===== config.mk =====
export PLATFORM = sky130hd
export DESIGN_NAME = proc_inst_queue
export DESIGN_NICKNAME = d
export VERILOG_FILES = /design/src/hw/tinyrv1_pkg.sv /design/src/hw/proc_inst_queue.sv
export SDC_FILE = /design/constraint.sdc
export NUM_CORES = 1
export LEC_CHECK = 0
export BUFFER_PORTS_ARGS = -buffer_cell sky130_fd_sc_hd__buf_2
export CAP_MARGIN = 20
export CELL_PAD_IN_SITES_DETAIL_PLACEMENT = 0
export CELL_PAD_IN_SITES_GLOBAL_PLACEMENT = 2
export CORE_MARGIN = 2
export CORE_UTILIZATION = 41
export CTS_CLUSTER_SIZE = 20
export DETAILED_ROUTE_END_ITERATION = 8
export PLACE_DENSITY = 0.73
export REMOVE_ABC_BUFFERS = 1
export SLEW_MARGIN = 20
export SYNTH_ARGS = -nofsm -noshare
export SYNTH_HDL_FRONTEND = slang
export SYNTH_SLANG_ARGS = --single-unit

===== constraint.sdc =====
create_clock -name clk -period 2.9 [get_ports clk]
set_clock_uncertainty 0.05 [all_clocks]
set_input_delay 0 -clock clk [delete_from_list [all_inputs] [get_ports clk]]
set_output_delay 0 -clock clk [all_outputs]
set_load 0.05 [all_outputs]

===== src/hw/tinyrv1_pkg.sv =====
`default_nettype none

package tinyrv1_pkg;

  // ==============================
  // Widths
  // ==============================

  typedef logic [31:0] word_t;
  typedef logic [31:0] inst_t;
  typedef logic [4:0]  reg_addr_t;
  typedef logic [11:0] csr_num_t;
  typedef logic [1:0]  csr_idx_t;
  typedef logic [1:0]  byp_sel_t;

  localparam int QUEUE_DEPTH = 4;
  localparam int QUEUE_PTR_W = $clog2(QUEUE_DEPTH);
  localparam int QUEUE_CNT_W = $clog2(QUEUE_DEPTH + 1);

  typedef logic [QUEUE_PTR_W-1:0] qptr_t;
  typedef logic [QUEUE_CNT_W-1:0] qcnt_t;

  // Word addressed, byte address bits 7:2
  localparam int DMEM_WORDS  = 64;
  localparam int DMEM_ADDR_W = $clog2(DMEM_WORDS);

  typedef logic [DMEM_ADDR_W-1:0] dmem_addr_t;

  // Bypass sources into D
  localparam byp_sel_t BYP_NONE = 2'd0;
  localparam byp_sel_t BYP_X    = 2'd1;
  localparam byp_sel_t BYP_M    = 2'd2;
  localparam byp_sel_t BYP_W    = 2'd3;

  // ==============================
  // Encodings
  // ==============================

  localparam logic [6:0] OPC_OP     = 7'b0110011;
  localparam logic [6:0] OPC_OP_IMM = 7'b0010011;
  localparam logic [6:0] OPC_LOAD   = 7'b0000011;
  localparam logic [6:0] OPC_STORE  = 7'b0100011;
  localparam logic [6:0] OPC_SYSTEM = 7'b1110011;

  localparam logic [6:0] F7_MUL   = 7'b0000001;
  localparam logic [2:0] F3_CSRRW = 3'b001;

  // Output CSRs
  localparam csr_num_t CSR_OUT0 = 12'h7c2;
  localparam csr_num_t CSR_OUT1 = 12'h7c3;
  localparam csr_num_t CSR_OUT2 = 12'h7c4;

  // ==============================
  // Control bundles
  // ==============================

  typedef struct packed {
    byp_sel_t op1_byp;
    byp_sel_t op2_byp;
    logic     imm_s;
    logic     op2_imm;
    logic     csrw_en;
    csr_idx_t csr_idx;
  } ctrl_d_t;

  typedef struct packed {
    logic is_mul;
  } ctrl_x_t;

  typedef struct packed {
    logic mem_val;
    logic mem_store;
    logic wb_mem;
  } ctrl_m_t;

  typedef struct packed {
    logic      rf_wen;
    reg_addr_t rf_waddr;
  } ctrl_w_t;

  typedef struct packed {
    ctrl_d_t d;
    ctrl_x_t x;
    ctrl_m_t m;
    ctrl_w_t w;
    logic    reg_en_d;
  } ctrl_bundle_t;

  typedef struct packed {
    csr_idx_t idx;
    word_t    data;
  } csr_out_t;

endpackage

`default_nettype wire


===== src/hw/proc_inst_queue.sv =====
`timescale 1ns/100ps
`default_nettype none

module proc_inst_queue (
  input  wire                 clk,
  input  wire                 arst_n,
  input  wire                 in_val,
  output logic                in_rdy,
  input  wire tinyrv1_pkg::inst_t in_data,
  output logic                head_val,
  output tinyrv1_pkg::inst_t  head,
  input  wire                 head_pop
);

  tinyrv1_pkg::inst_t mem [tinyrv1_pkg::QUEUE_DEPTH];

  tinyrv1_pkg::qptr_t wr_ptr;
  tinyrv1_pkg::qptr_t rd_ptr;
  tinyrv1_pkg::qcnt_t count;

  logic push;
  logic pop;

  // Wraps at the last entry, depth need not be a power of two
  function automatic tinyrv1_pkg::qptr_t ptr_inc(input tinyrv1_pkg::qptr_t p);
    if (p == tinyrv1_pkg::qptr_t'(tinyrv1_pkg::QUEUE_DEPTH - 1)) begin
      return '0;
    end
    return p + 1'b1;
  endfunction

  assign in_rdy   = (count < tinyrv1_pkg::qcnt_t'(tinyrv1_pkg::QUEUE_DEPTH));
  assign head_val = (count != '0);
  assign head     = mem[rd_ptr];

  assign push = in_val & in_rdy;
  assign pop  = head_pop & head_val;

  always_ff @(posedge clk) begin
    if (push) begin
      mem[wr_ptr] <= in_data;
    end
  end

  always_ff @(posedge clk or negedge arst_n) begin
    if (!arst_n) begin
      wr_ptr <= '0;
      rd_ptr <= '0;
      count  <= '0;
    end else begin
      if (push) begin
        wr_ptr <= ptr_inc(wr_ptr);
      end
      if (pop) begin
        rd_ptr <= ptr_inc(rd_ptr);
      end
      // Simultaneous push and pop leaves the count alone
      case ({push, pop})
        2'b10:   count <= count + 1'b1;
        2'b01:   count <= count - 1'b1;
        default: count <= count;
      endcase
    end
  end

endmodule

`default_nettype wire


==> impl_metrics.json <==
{
  "status": "finished, final reports clean",
  "final_cell_count_no_fill": 509,
  "crit_type": "reg2out",
  "syn_avg_cell_area_um2": 24.22,
  "worstHoldStart": "in_val",
  "ir_drop_v": 0.0004782,
  "yosysUniqueCellTypes": 22,
  "seq_area_frac_synth": 0.7865,
  "ant_nets": 0,
  "antenna_found_initial": 0,
  "grt_overflow": 0,
  "wl_per_cell_um": 16.37,
  "yosys_warnings": 0,
  "start_util": 0.4219,
  "core_mm2": 0.01211,
  "crit_required_ns": 2.85,
  "drt_first_pass_iters": 4,
  "grt_max_degree": 36,
  "place.gp.congestion": 0.6649,
  "hold_viol": 0,
  "crit_path_end_kind": "output pin",
  "post-route-min-period_ns": 2.049,
  "cts.clk_slew.worst_paths_ns": 0.06,
  "netlist_instances": 211,
  "syn_area_mm2": 0.005110,
  "cts_tree": "built",
  "clk_path_buf_depth": 2,
  "grt_pass1_wl_um": 12760,
  "fmax_ghz": 0.4880,
  "io_pins": 70,
  "leakagePower_nw": 2.351,
  "remaining_drc_errors": 0,
  "syn2layout_area_growth_pct": 29.87,
  "routed_via_density": 4.666,
  "post-route-period-util": 0.7066,
  "startpoint": "rd_ptr[1]",
  "placedCellCount": 444,
  "cts.sinks": 135,
  "cp_max_fo": 34,
  "rsz0062_at_grt": "false",
  "root_buffer": "clkbuf_16",
  "clkLatencyLatePin_ns": 0.40,
  "grt_pass1_vias": 2443,
  "slew_viol_final": 0,
  "place_ws_ns": 0.9562,
  "fin_setup_tns_ns": 0,
  "postCtsSetupBuffers": 0,
  "worstMarginPinSlew_ns": 0.8364,
  "die_w_um": 115.6,
  "hold_path_class": "in2reg",
  "cts_inserted_buffers": 17,
  "synth_top_area_frac": 0.7522,
  "dieHeight_um": 115.6,
  "placed_cell_area_mm2": 0.005679,
  "worst-endpoint-arrival_ns": 2.00,
  "synthTopCellsByArea": "edfxtp_1 (75%), mux4_2 (12%), dfrtp_1 (3.4%)",
  "row_count": 40,
  "portBuffers": 69,
  "htreeDepth": 4,
  "grt_usage": 0.1316,
  "insertedDiodeCount": 0,
  "fin_area_mm2": 0.006636,
  "hold_slack_ns": 0.04488,
  "dr.first_iter.drc_count": 131,
  "power_density_mw_per_mm2": 1103,
  "die_area_mm2": 0.01337,
  "fin_nets": 373,
  "nFillCells": 956,
  "yosys.area.top_type": "edfxtp_1",
  "vias": 2375,
  "wl_um": 8333,
  "most-common-layout-cells": "edfxtp_1 (128), buf_2 (69), dlygate4sd3_1 (35), mux4_2 (28), clkbuf_16 (17)",
  "startpoint_type": "register",
  "worst_slack_ns": 0.8510,
  "finalSetupViolations": 0,
  "maxCapViolCount": 0,
  "ys_seq_elements": 135,
  "final_layout_size_suffix_gt1_frac": 0.4135,
  "mostFrequentLayoutCell": "edfxtp_1",
  "relSlewSlack": 0.4424,
  "reg2reg_from": "count[2]"
}
-- power breakdown --
| group | internal [mW] | switching (mW) | total (mW) |
|---|---|---|---|
| logic | 0.850 | 1.66 | 2.51 |
| registers | 2.45 | 0.174 | 2.63 |
| clock network | 1.42 | 0.752 | 2.18 |
-- kinds of logic after synthesis --
kind of cell               Yosys count  synth area share
xor gates and xnor gates             3          0.005143
buffers and inverters               17           0.02424
DFF                                135            0.7865
and+or+nand+nor                     12           0.01322
adders and majority gates            7           0.01861
AOI/OAI and AO/OA                    2          0.001959
muxes                               35            0.1503
-- cells in the mapped netlist, drive strengths merged --
library cell  number
and2               4
buf                7
clkbuf             2
dfrtp              7
edfxtp           128
fa                 1
ha                 6
inv                8
mux2               2
mux2i              1
mux4              32
nand2              3
nor2               3
nor2b              1
o21ai              2
or3                1
xnor2              2
xor2               1
-- state kept, by name (all words and copies together), names as in the netlist --
register and count:
rd_ptr 2, wr_ptr 2, mem 128, count 3
-- critical path, cell delays in order (launching register included) --
cell,delay [ns]
dfrtp_2,0.91
mux4_2,0.45
buf_2,0.23
-- per-layer routing --
layer / up-vias / share of wire / track usage
li1: 1109 / - / -
met1: 1208 / 0.48 / 0.1782
met2: 53 / 0.48 / 0.2043
met3: 5 / 0.039 / 0.04341
met4: 0 / 0.0078 / 0.04286
met5: - / 0 / 0
-- per-stage QoR --
| stage | power, mW | utilization |
|---|---|---|
| after CTS | 7.424 | 0.5479 |
| after global routing | 7.634 | 0.5479 |
| final | 7.317 | 0.5479 |
| after detailed placement | 5.197 | 0.4689 |
| after floorplan | 4.557 | - |
| after global placement | 5.177 | 0.4689 |
-- repair_timing --
| item | 4_1_cts | 5_1_grt |
|---|---|---|
| hold buffers | 35 | 0 |
| endpoints found under the setup margin | 0 | 0 |
| resized for setup | 0 | 0 |
| hold endpoints to repair | 137 | 0 |
-- cell type report --
| type | count | area, µm² | share of cell area |
|---|---|---|---|
| inverters | 8 | 30.03 | 0.004525 |
| well taps | 168 | 210.2 | 0.03167 |
| multi-input cells | 59 | 972.2 | 0.1465 |
| clock inverters | 13 | 181.4 | 0.02734 |
| repair buffers | 109 | 795.8 | 0.1199 |
| clock buffers | 17 | 425.4 | 0.06410 |
| flip-flops and latches | 135 | 4021 | 0.6060 |
-- path summary, 6_finish.rpt --
| kind | to | slack, ns | cells after the start |
|---|---|---|---|
| min reg2reg | count[0] | 0.47 | 1 |
| max reg2reg | mem[1][9] | 1.00 | 3 |
| max in group asynchronous | rd_ptr[0] | 2.04 | 3 |
| max | head[24] | 0.85 | 2 |
| min in group asynchronous | count[2] | 0.49 | 3 |
| min | wr_ptr[1] | 0.04 | 4 |
(Power assumes the default switching activity.)
