### src/hw/tinyrv1_pkg.sv
`default_nettype none

package tinyrv1_pkg;

  // ==============================
  // Widths
  // ==============================

  typedef logic [31:0] word_t;
  typedef logic [31:0] inst_t;
  typedef logic [4:0]  reg_addr_t;
  typedef logic [11:0] csr_num_t;
  typedef logic [1:0]  csr_idx_t;
  typedef logic [1:0]  byp_sel_t;

  localparam int QUEUE_DEPTH = 4;
  localparam int QUEUE_PTR_W = $clog2(QUEUE_DEPTH);
  localparam int QUEUE_CNT_W = $clog2(QUEUE_DEPTH + 1);

  typedef logic [QUEUE_PTR_W-1:0] qptr_t;
  typedef logic [QUEUE_CNT_W-1:0] qcnt_t;

  // Word addressed, byte address bits 7:2
  localparam int DMEM_WORDS  = 64;
  localparam int DMEM_ADDR_W = $clog2(DMEM_WORDS);

  typedef logic [DMEM_ADDR_W-1:0] dmem_addr_t;

  // Bypass sources into D
  localparam byp_sel_t BYP_NONE = 2'd0;
  localparam byp_sel_t BYP_X    = 2'd1;
  localparam byp_sel_t BYP_M    = 2'd2;
  localparam byp_sel_t BYP_W    = 2'd3;

  // ==============================
  // Encodings
  // ==============================

  localparam logic [6:0] OPC_OP     = 7'b0110011;
  localparam logic [6:0] OPC_OP_IMM = 7'b0010011;
  localparam logic [6:0] OPC_LOAD   = 7'b0000011;
  localparam logic [6:0] OPC_STORE  = 7'b0100011;
  localparam logic [6:0] OPC_SYSTEM = 7'b1110011;

  localparam logic [6:0] F7_MUL   = 7'b0000001;
  localparam logic [2:0] F3_CSRRW = 3'b001;

  // Output CSRs
  localparam csr_num_t CSR_OUT0 = 12'h7c2;
  localparam csr_num_t CSR_OUT1 = 12'h7c3;
  localparam csr_num_t CSR_OUT2 = 12'h7c4;

  // ==============================
  // Control bundles
  // ==============================

  typedef struct packed {
    byp_sel_t op1_byp;
    byp_sel_t op2_byp;
    logic     imm_s;
    logic     op2_imm;
    logic     csrw_en;
    csr_idx_t csr_idx;
  } ctrl_d_t;

  typedef struct packed {
    logic is_mul;
  } ctrl_x_t;

  typedef struct packed {
    logic mem_val;
    logic mem_store;
    logic wb_mem;
  } ctrl_m_t;

  typedef struct packed {
    logic      rf_wen;
    reg_addr_t rf_waddr;
  } ctrl_w_t;

  typedef struct packed {
    ctrl_d_t d;
    ctrl_x_t x;
    ctrl_m_t m;
    ctrl_w_t w;
    logic    reg_en_d;
  } ctrl_bundle_t;

  typedef struct packed {
    csr_idx_t idx;
    word_t    data;
  } csr_out_t;

endpackage

`default_nettype wire

### src/hw/proc_ctrl.sv
`timescale 1ns/100ps
`default_nettype none

module proc_ctrl (
  input  wire                      clk,
  input  wire                      arst_n,
  input  wire tinyrv1_pkg::inst_t  inst_D,
  input  wire                      inst_val_D,
  output logic                     inst_pop,
  output tinyrv1_pkg::ctrl_bundle_t ctrl
);

  tinyrv1_pkg::inst_t inst_X;
  tinyrv1_pkg::inst_t inst_M;
  tinyrv1_pkg::inst_t inst_W;

  logic val_X;
  logic val_M;
  logic val_W;

  tinyrv1_pkg::reg_addr_t rs1_D;
  tinyrv1_pkg::reg_addr_t rs2_D;
  tinyrv1_pkg::reg_addr_t rd_X;
  tinyrv1_pkg::reg_addr_t rd_M;
  tinyrv1_pkg::reg_addr_t rd_W;
  tinyrv1_pkg::csr_num_t  csr_num_D;
  tinyrv1_pkg::csr_idx_t  csr_idx_D;

  logic rs1_en_D;
  logic rs2_en_D;
  logic csrw_D;
  logic mapped_D;
  logic lw_X;
  logic fwd_X;
  logic fwd_M;
  logic fwd_W;
  logic stall_D;
  logic go_D;

  function automatic logic writes_rd(input tinyrv1_pkg::inst_t i);
    return (i[6:0] == tinyrv1_pkg::OPC_OP) || (i[6:0] == tinyrv1_pkg::OPC_OP_IMM) ||
           (i[6:0] == tinyrv1_pkg::OPC_LOAD);
  endfunction

  function automatic tinyrv1_pkg::byp_sel_t byp_prio(input logic hit_x, input logic hit_m,
                                                     input logic hit_w);
    if (hit_x) return tinyrv1_pkg::BYP_X;
    if (hit_m) return tinyrv1_pkg::BYP_M;
    if (hit_w) return tinyrv1_pkg::BYP_W;
    return tinyrv1_pkg::BYP_NONE;
  endfunction

  // ==============================
  // Stage validity and inst regs
  // ==============================

  always_ff @(posedge clk or negedge arst_n) begin
    if (!arst_n) begin
      val_X <= 1'b0;
      val_M <= 1'b0;
      val_W <= 1'b0;
    end else begin
      val_X <= go_D;
      val_M <= val_X;
      val_W <= val_M;
    end
  end

  always_ff @(posedge clk) begin
    inst_X <= inst_D;
    inst_M <= inst_X;
    inst_W <= inst_M;
  end

  // ==============================
  // Hazards
  // ==============================

  assign rs1_D     = inst_D[19:15];
  assign rs2_D     = inst_D[24:20];
  assign rd_X      = inst_X[11:7];
  assign rd_M      = inst_M[11:7];
  assign rd_W      = inst_W[11:7];
  assign csr_num_D = inst_D[31:20];

  assign csrw_D   = (inst_D[6:0] == tinyrv1_pkg::OPC_SYSTEM) &&
                    (inst_D[14:12] == tinyrv1_pkg::F3_CSRRW);
  assign rs1_en_D = writes_rd(inst_D) || csrw_D || (inst_D[6:0] == tinyrv1_pkg::OPC_STORE);
  assign rs2_en_D = (inst_D[6:0] == tinyrv1_pkg::OPC_OP) ||
                    (inst_D[6:0] == tinyrv1_pkg::OPC_STORE);

  // Writers able to forward, x0 never forwards
  assign lw_X  = val_X && (inst_X[6:0] == tinyrv1_pkg::OPC_LOAD) && (rd_X != '0);
  assign fwd_X = val_X && writes_rd(inst_X) && (rd_X != '0) && !lw_X;
  assign fwd_M = val_M && writes_rd(inst_M) && (rd_M != '0);
  assign fwd_W = val_W && writes_rd(inst_W) && (rd_W != '0);

  // Load data is not ready until M
  assign stall_D = inst_val_D && lw_X &&
                   ((rs1_en_D && (rs1_D == rd_X)) || (rs2_en_D && (rs2_D == rd_X)));
  assign go_D     = inst_val_D && !stall_D;
  assign inst_pop = go_D;

  always_comb begin
    mapped_D = 1'b1;
    case (csr_num_D)
      tinyrv1_pkg::CSR_OUT0: csr_idx_D = 2'd0;
      tinyrv1_pkg::CSR_OUT1: csr_idx_D = 2'd1;
      tinyrv1_pkg::CSR_OUT2: csr_idx_D = 2'd2;
      default: begin
        csr_idx_D = 2'd0;
        mapped_D  = 1'b0;
      end
    endcase
  end

  // ==============================
  // Control decode per stage
  // ==============================

  always_comb begin
    ctrl = '0;
    ctrl.reg_en_d = go_D;

    ctrl.d.op1_byp = byp_prio(inst_val_D && rs1_en_D && fwd_X && (rs1_D == rd_X),
                              inst_val_D && rs1_en_D && fwd_M && (rs1_D == rd_M),
                              inst_val_D && rs1_en_D && fwd_W && (rs1_D == rd_W));
    ctrl.d.op2_byp = byp_prio(inst_val_D && rs2_en_D && fwd_X && (rs2_D == rd_X),
                              inst_val_D && rs2_en_D && fwd_M && (rs2_D == rd_M),
                              inst_val_D && rs2_en_D && fwd_W && (rs2_D == rd_W));
    ctrl.d.imm_s   = (inst_D[6:0] == tinyrv1_pkg::OPC_STORE);
    ctrl.d.op2_imm = (inst_D[6:0] == tinyrv1_pkg::OPC_OP_IMM) ||
                     (inst_D[6:0] == tinyrv1_pkg::OPC_LOAD) || ctrl.d.imm_s;
    ctrl.d.csrw_en = go_D && csrw_D && mapped_D;
    ctrl.d.csr_idx = csr_idx_D;

    ctrl.x.is_mul = val_X && (inst_X[6:0] == tinyrv1_pkg::OPC_OP) &&
                    (inst_X[31:25] == tinyrv1_pkg::F7_MUL);

    ctrl.m.wb_mem    = val_M && (inst_M[6:0] == tinyrv1_pkg::OPC_LOAD);
    ctrl.m.mem_store = val_M && (inst_M[6:0] == tinyrv1_pkg::OPC_STORE);
    ctrl.m.mem_val   = ctrl.m.wb_mem || ctrl.m.mem_store;

    ctrl.w.rf_wen   = val_W && writes_rd(inst_W);
    ctrl.w.rf_waddr = rd_W;
  end

endmodule

`default_nettype wire

### config.mk
export PLATFORM = sky130hd
export DESIGN_NAME = proc_ctrl
export DESIGN_NICKNAME = d
export VERILOG_FILES = /design/src/hw/tinyrv1_pkg.sv /design/src/hw/proc_ctrl.sv
export SDC_FILE = /design/constraint.sdc
export NUM_CORES = 1
export LEC_CHECK = 0
export ABC_AREA = 1
export BUFFER_PORTS_ARGS = -buffer_cell sky130_fd_sc_hd__buf_2
export CORE_UTILIZATION = 45
export DETAILED_ROUTE_END_ITERATION = 16
export PLACE_DENSITY = 0.79
export SLEW_MARGIN = 25
export SYNTH_ARGS = -nofsm -noshare
export SYNTH_HDL_FRONTEND = slang
export SYNTH_SLANG_ARGS = --single-unit
### constraint.sdc
create_clock -name clk -period 1.4 [get_ports clk]
set_clock_uncertainty 0.15 [all_clocks]
set_input_delay 0.21 -clock clk [delete_from_list [all_inputs] [get_ports clk]]
set_output_delay 0.21 -clock clk [all_outputs]
set_load 0.02 [all_outputs]
==> impl_metrics.toml <==
[synth]
ys_seq_area_share_pct = 50.9
netlist_area_mm2 = 0.00184
postSynthCellCount = 230
synth_top_cell_by_area = "dfxtp_1"
synth_area_leaders = "dfxtp_1 47%, xnor2_1 10%, nand2_1 9.8%"
synth_cell_types = 22
synth_area_per_cell_um2 = 7.99
synth_top_area_share_pct = 46.8
syn-num-nets = 265
yosys_warnings = 0
ys_ff_latch = 46

[clocking]
h-tree-depth = 2
insertion_delay_ns = 0.31
cts_tree = "built"
cts_max_path_buffers = 2
clock-sinks = 46
clk_pin_slew_ns = 0.09
numCtsBuffers = 5
cts_root_buffer = "clkbuf_8"

[floorplan]
rows = 22
core_area_mm2 = 0.00380
io-pin-count = 56
initial_core_util_pct = 48.4
die_area_mm2 = 0.00434
die_x_um = 65.9
fp.dieH_um = 65.9

[worst_setup_path]
cp_slowest_stage_delay_ns = 0.37
crit_arrival_ns = 1.88
crit_buf_inv = 2
criticalPathCategory = "reg2out"
cp_cell_sequence = "inv_2, nand2_1, nand2_1, nor2_1, nand2_1, nor2_1, nand2_1, nand2_1, nand2_1, nand2_2, nor2_2, buf_6"
crit_path_top_delay_cell = "dfxtp_4"
cp-start-kind = "register"
r2r_slack_ns = -0.29
critPathLaunch = "inst_X[11]"
cp_max_fo = 4
r2r-end = "val_X"
regToRegStartpoint = "inst_X[11]"
crit_path_frequent_cell = "nand2_1"
end_kind = "output pin"
reg2reg_depth = 11
cp_top_family = "simple AND/OR/NAND/NOR gates"
crit_required_ns = 1.04

[pwr]
p_comb_share_pct = 14.8
seqPwrFrac_pct = 50.4
p_int_mw = 2.13
cellPowerDensity_mw_per_mm2 = 942
sw_frac_of_total_pct = 25.4
ir_drop_v = 0.000988
power_frac_clock_pct = 34.8
p_leak_nw = 1.38
switching_power_mw = 0.724
totalPowerFinal_mw = 2.85

[global_route]
grt_pass1_wl_um = 7450
globalRouteTotalUtil_pct = 23.5
overflow = 0
grt_max_degree = 16
grt_pass1_vias = 1783
antenna_found_initial = 0

[worst_hold_path]
hp-class = "in2async"

[finish]
final_area_mm2 = 0.00303
area_growth_pct = 64.9
final_common_cell = "nand2_1"
utilization_pct = 79.8
instances_no_fill = 380
antenna_cells = 0
fin_nets = 366
final_cell_mix = "39 x nand2_1, 34 x buf_2, 27 x dfxtp_1"
drive_above_1_share_pct = 48.8

[timing]
fmax_ghz = 0.447
finalSetupTns_ns = -6.92
setup_viol = 13
period_minus_slack_ns = 2.24
hold_viol_final = 0
slew_viol_final = 0
period_share_pct = 160
tightest_slew_ns = 0.245
setup_ws_ns = -0.838
grt_setup_unrepaired = "yes"
slew_headroom_pct = 83.4

[routing]
dr.pass1.iters = 4
wl_per_cell_um = 15.2
drtIter0Drc = 92
wirelength_um = 5790
viasPerCell = 5.04
drc = 0
ant_nets = 0
num_vias = 1916

[place]
port_buffers = 55
dp_cells = 350
hpwl_um = 2950
dpl_cell_area_mm2 = 0.00233
place.gp.congestion = 0.796

[outcome]
status = "complete, but fails checks"
violations = "negative setup slack"

[flow_run]
drv_cap = 0
==> layout make-up <==
class	count	area [µm²]
multi-input combinational	150	958
clock buffer	5	68.8
inverter	26	100
sequential	46	966
clock inverter	3	45.0
fill	217	768
timing repair buffer	102	832
tap	48	60.1
==> synthesized netlist by cell type (all sizes together) <==
| library cell | count |
|---|---|
| nor2 | 43 |
| nor4b | 1 |
| xnor2 | 22 |
| dfxtp | 43 |
| o21ai | 1 |
| and3 | 2 |
| nand2 | 48 |
| nor3 | 5 |
| nand4 | 4 |
| dfrtp | 3 |
| nand3 | 15 |
| xor2 | 2 |
| nand2b | 1 |
| nand3b | 1 |
| nor4 | 1 |
| a21oi | 3 |
| buf | 8 |
| or2 | 1 |
| inv | 26 |
==> layer usage <==
metal,vias to the layer above,global-route usage [%],part of all wire [%]
met2,82,42.6,53
li1,905,-,-
met3,28,4.83,5.6
met5,-,0,0
met1,901,24.8,37
met4,0,13.9,4.7
==> kinds of logic (layout without fill, tap and decap cells) <==
| kind of cell | count (synthesis) | in the layout | synth area share [%] |
|---|---|---|---|
| AOI/OAI and AO/OA | 4 | 4 | 1.09 |
| xor gates and xnor gates | 24 | 24 | 11.4 |
| buffers and inverters | 34 | 136 | 8.30 |
| DFF | 46 | 46 | 50.9 |
| and+or+nand+nor | 122 | 122 | 28.3 |
==> how the worst max path moves through the flow <==
stage	endpoint	slack (ns)	depth (start not counted)
after floorplan	ctrl[0]	-0.07	12
after global placement	ctrl[16]	-0.28	10
after detailed placement	ctrl[16]	-0.31	10
after CTS	ctrl[17]	-0.56	8
after global routing	ctrl[13]	-0.92	12
final	ctrl[13]	-0.84	12
==> repair_timing <==
item / CTS / global route
resized for setup: 51 / 67
hold endpoints to repair: 22 / 0
pin swaps: 13 / 21
setup buffers: 2 / 5
endpoints found under the setup margin: 16 / 18
hold buffers: 20 / 0
==> worst reg2reg max path, stage by stage (launching register included) <==
cell     delay [ns]
dfxtp_4        0.37
inv_2          0.04
nand2_1        0.09
nand2_1        0.11
nor2_1         0.14
nand2_1        0.07
nor2_1         0.14
nand2_1        0.13
nand2_1        0.09
nand2_1        0.09
nand2_2        0.13
inv_4          0.06
==> power by group through the flow <==
| stage | Combinational [mW] | Clock (mW) | Sequential, mW |
|---|---|---|---|
| after floorplan | 0.169 | 0 | 1.45 |
| final | 0.423 | 0.993 | 1.44 |
| after global routing | 0.456 | 1.05 | 1.45 |
| after CTS | 0.355 | 0.989 | 1.43 |
| after global placement | 0.291 | 0 | 1.46 |
| after detailed placement | 0.296 | 0 | 1.46 |
==> through the flow <==
step                setup slack (ns)  hold slack [ns]
global placement              -0.281           -0.138
global route                  -0.920           0.0878
finish                        -0.838           0.0914
CTS                           -0.555           0.0684
detailed placement            -0.312           -0.137
floorplan                    -0.0734           -0.236
==> registers in the layout, indices dropped and copies added, names as in the netlist <==
signal and cells:
inst_X 19, inst_M 12, inst_W 12, val_M 1
val_W 1, val_X 1
(Power assumes the default switching activity.)
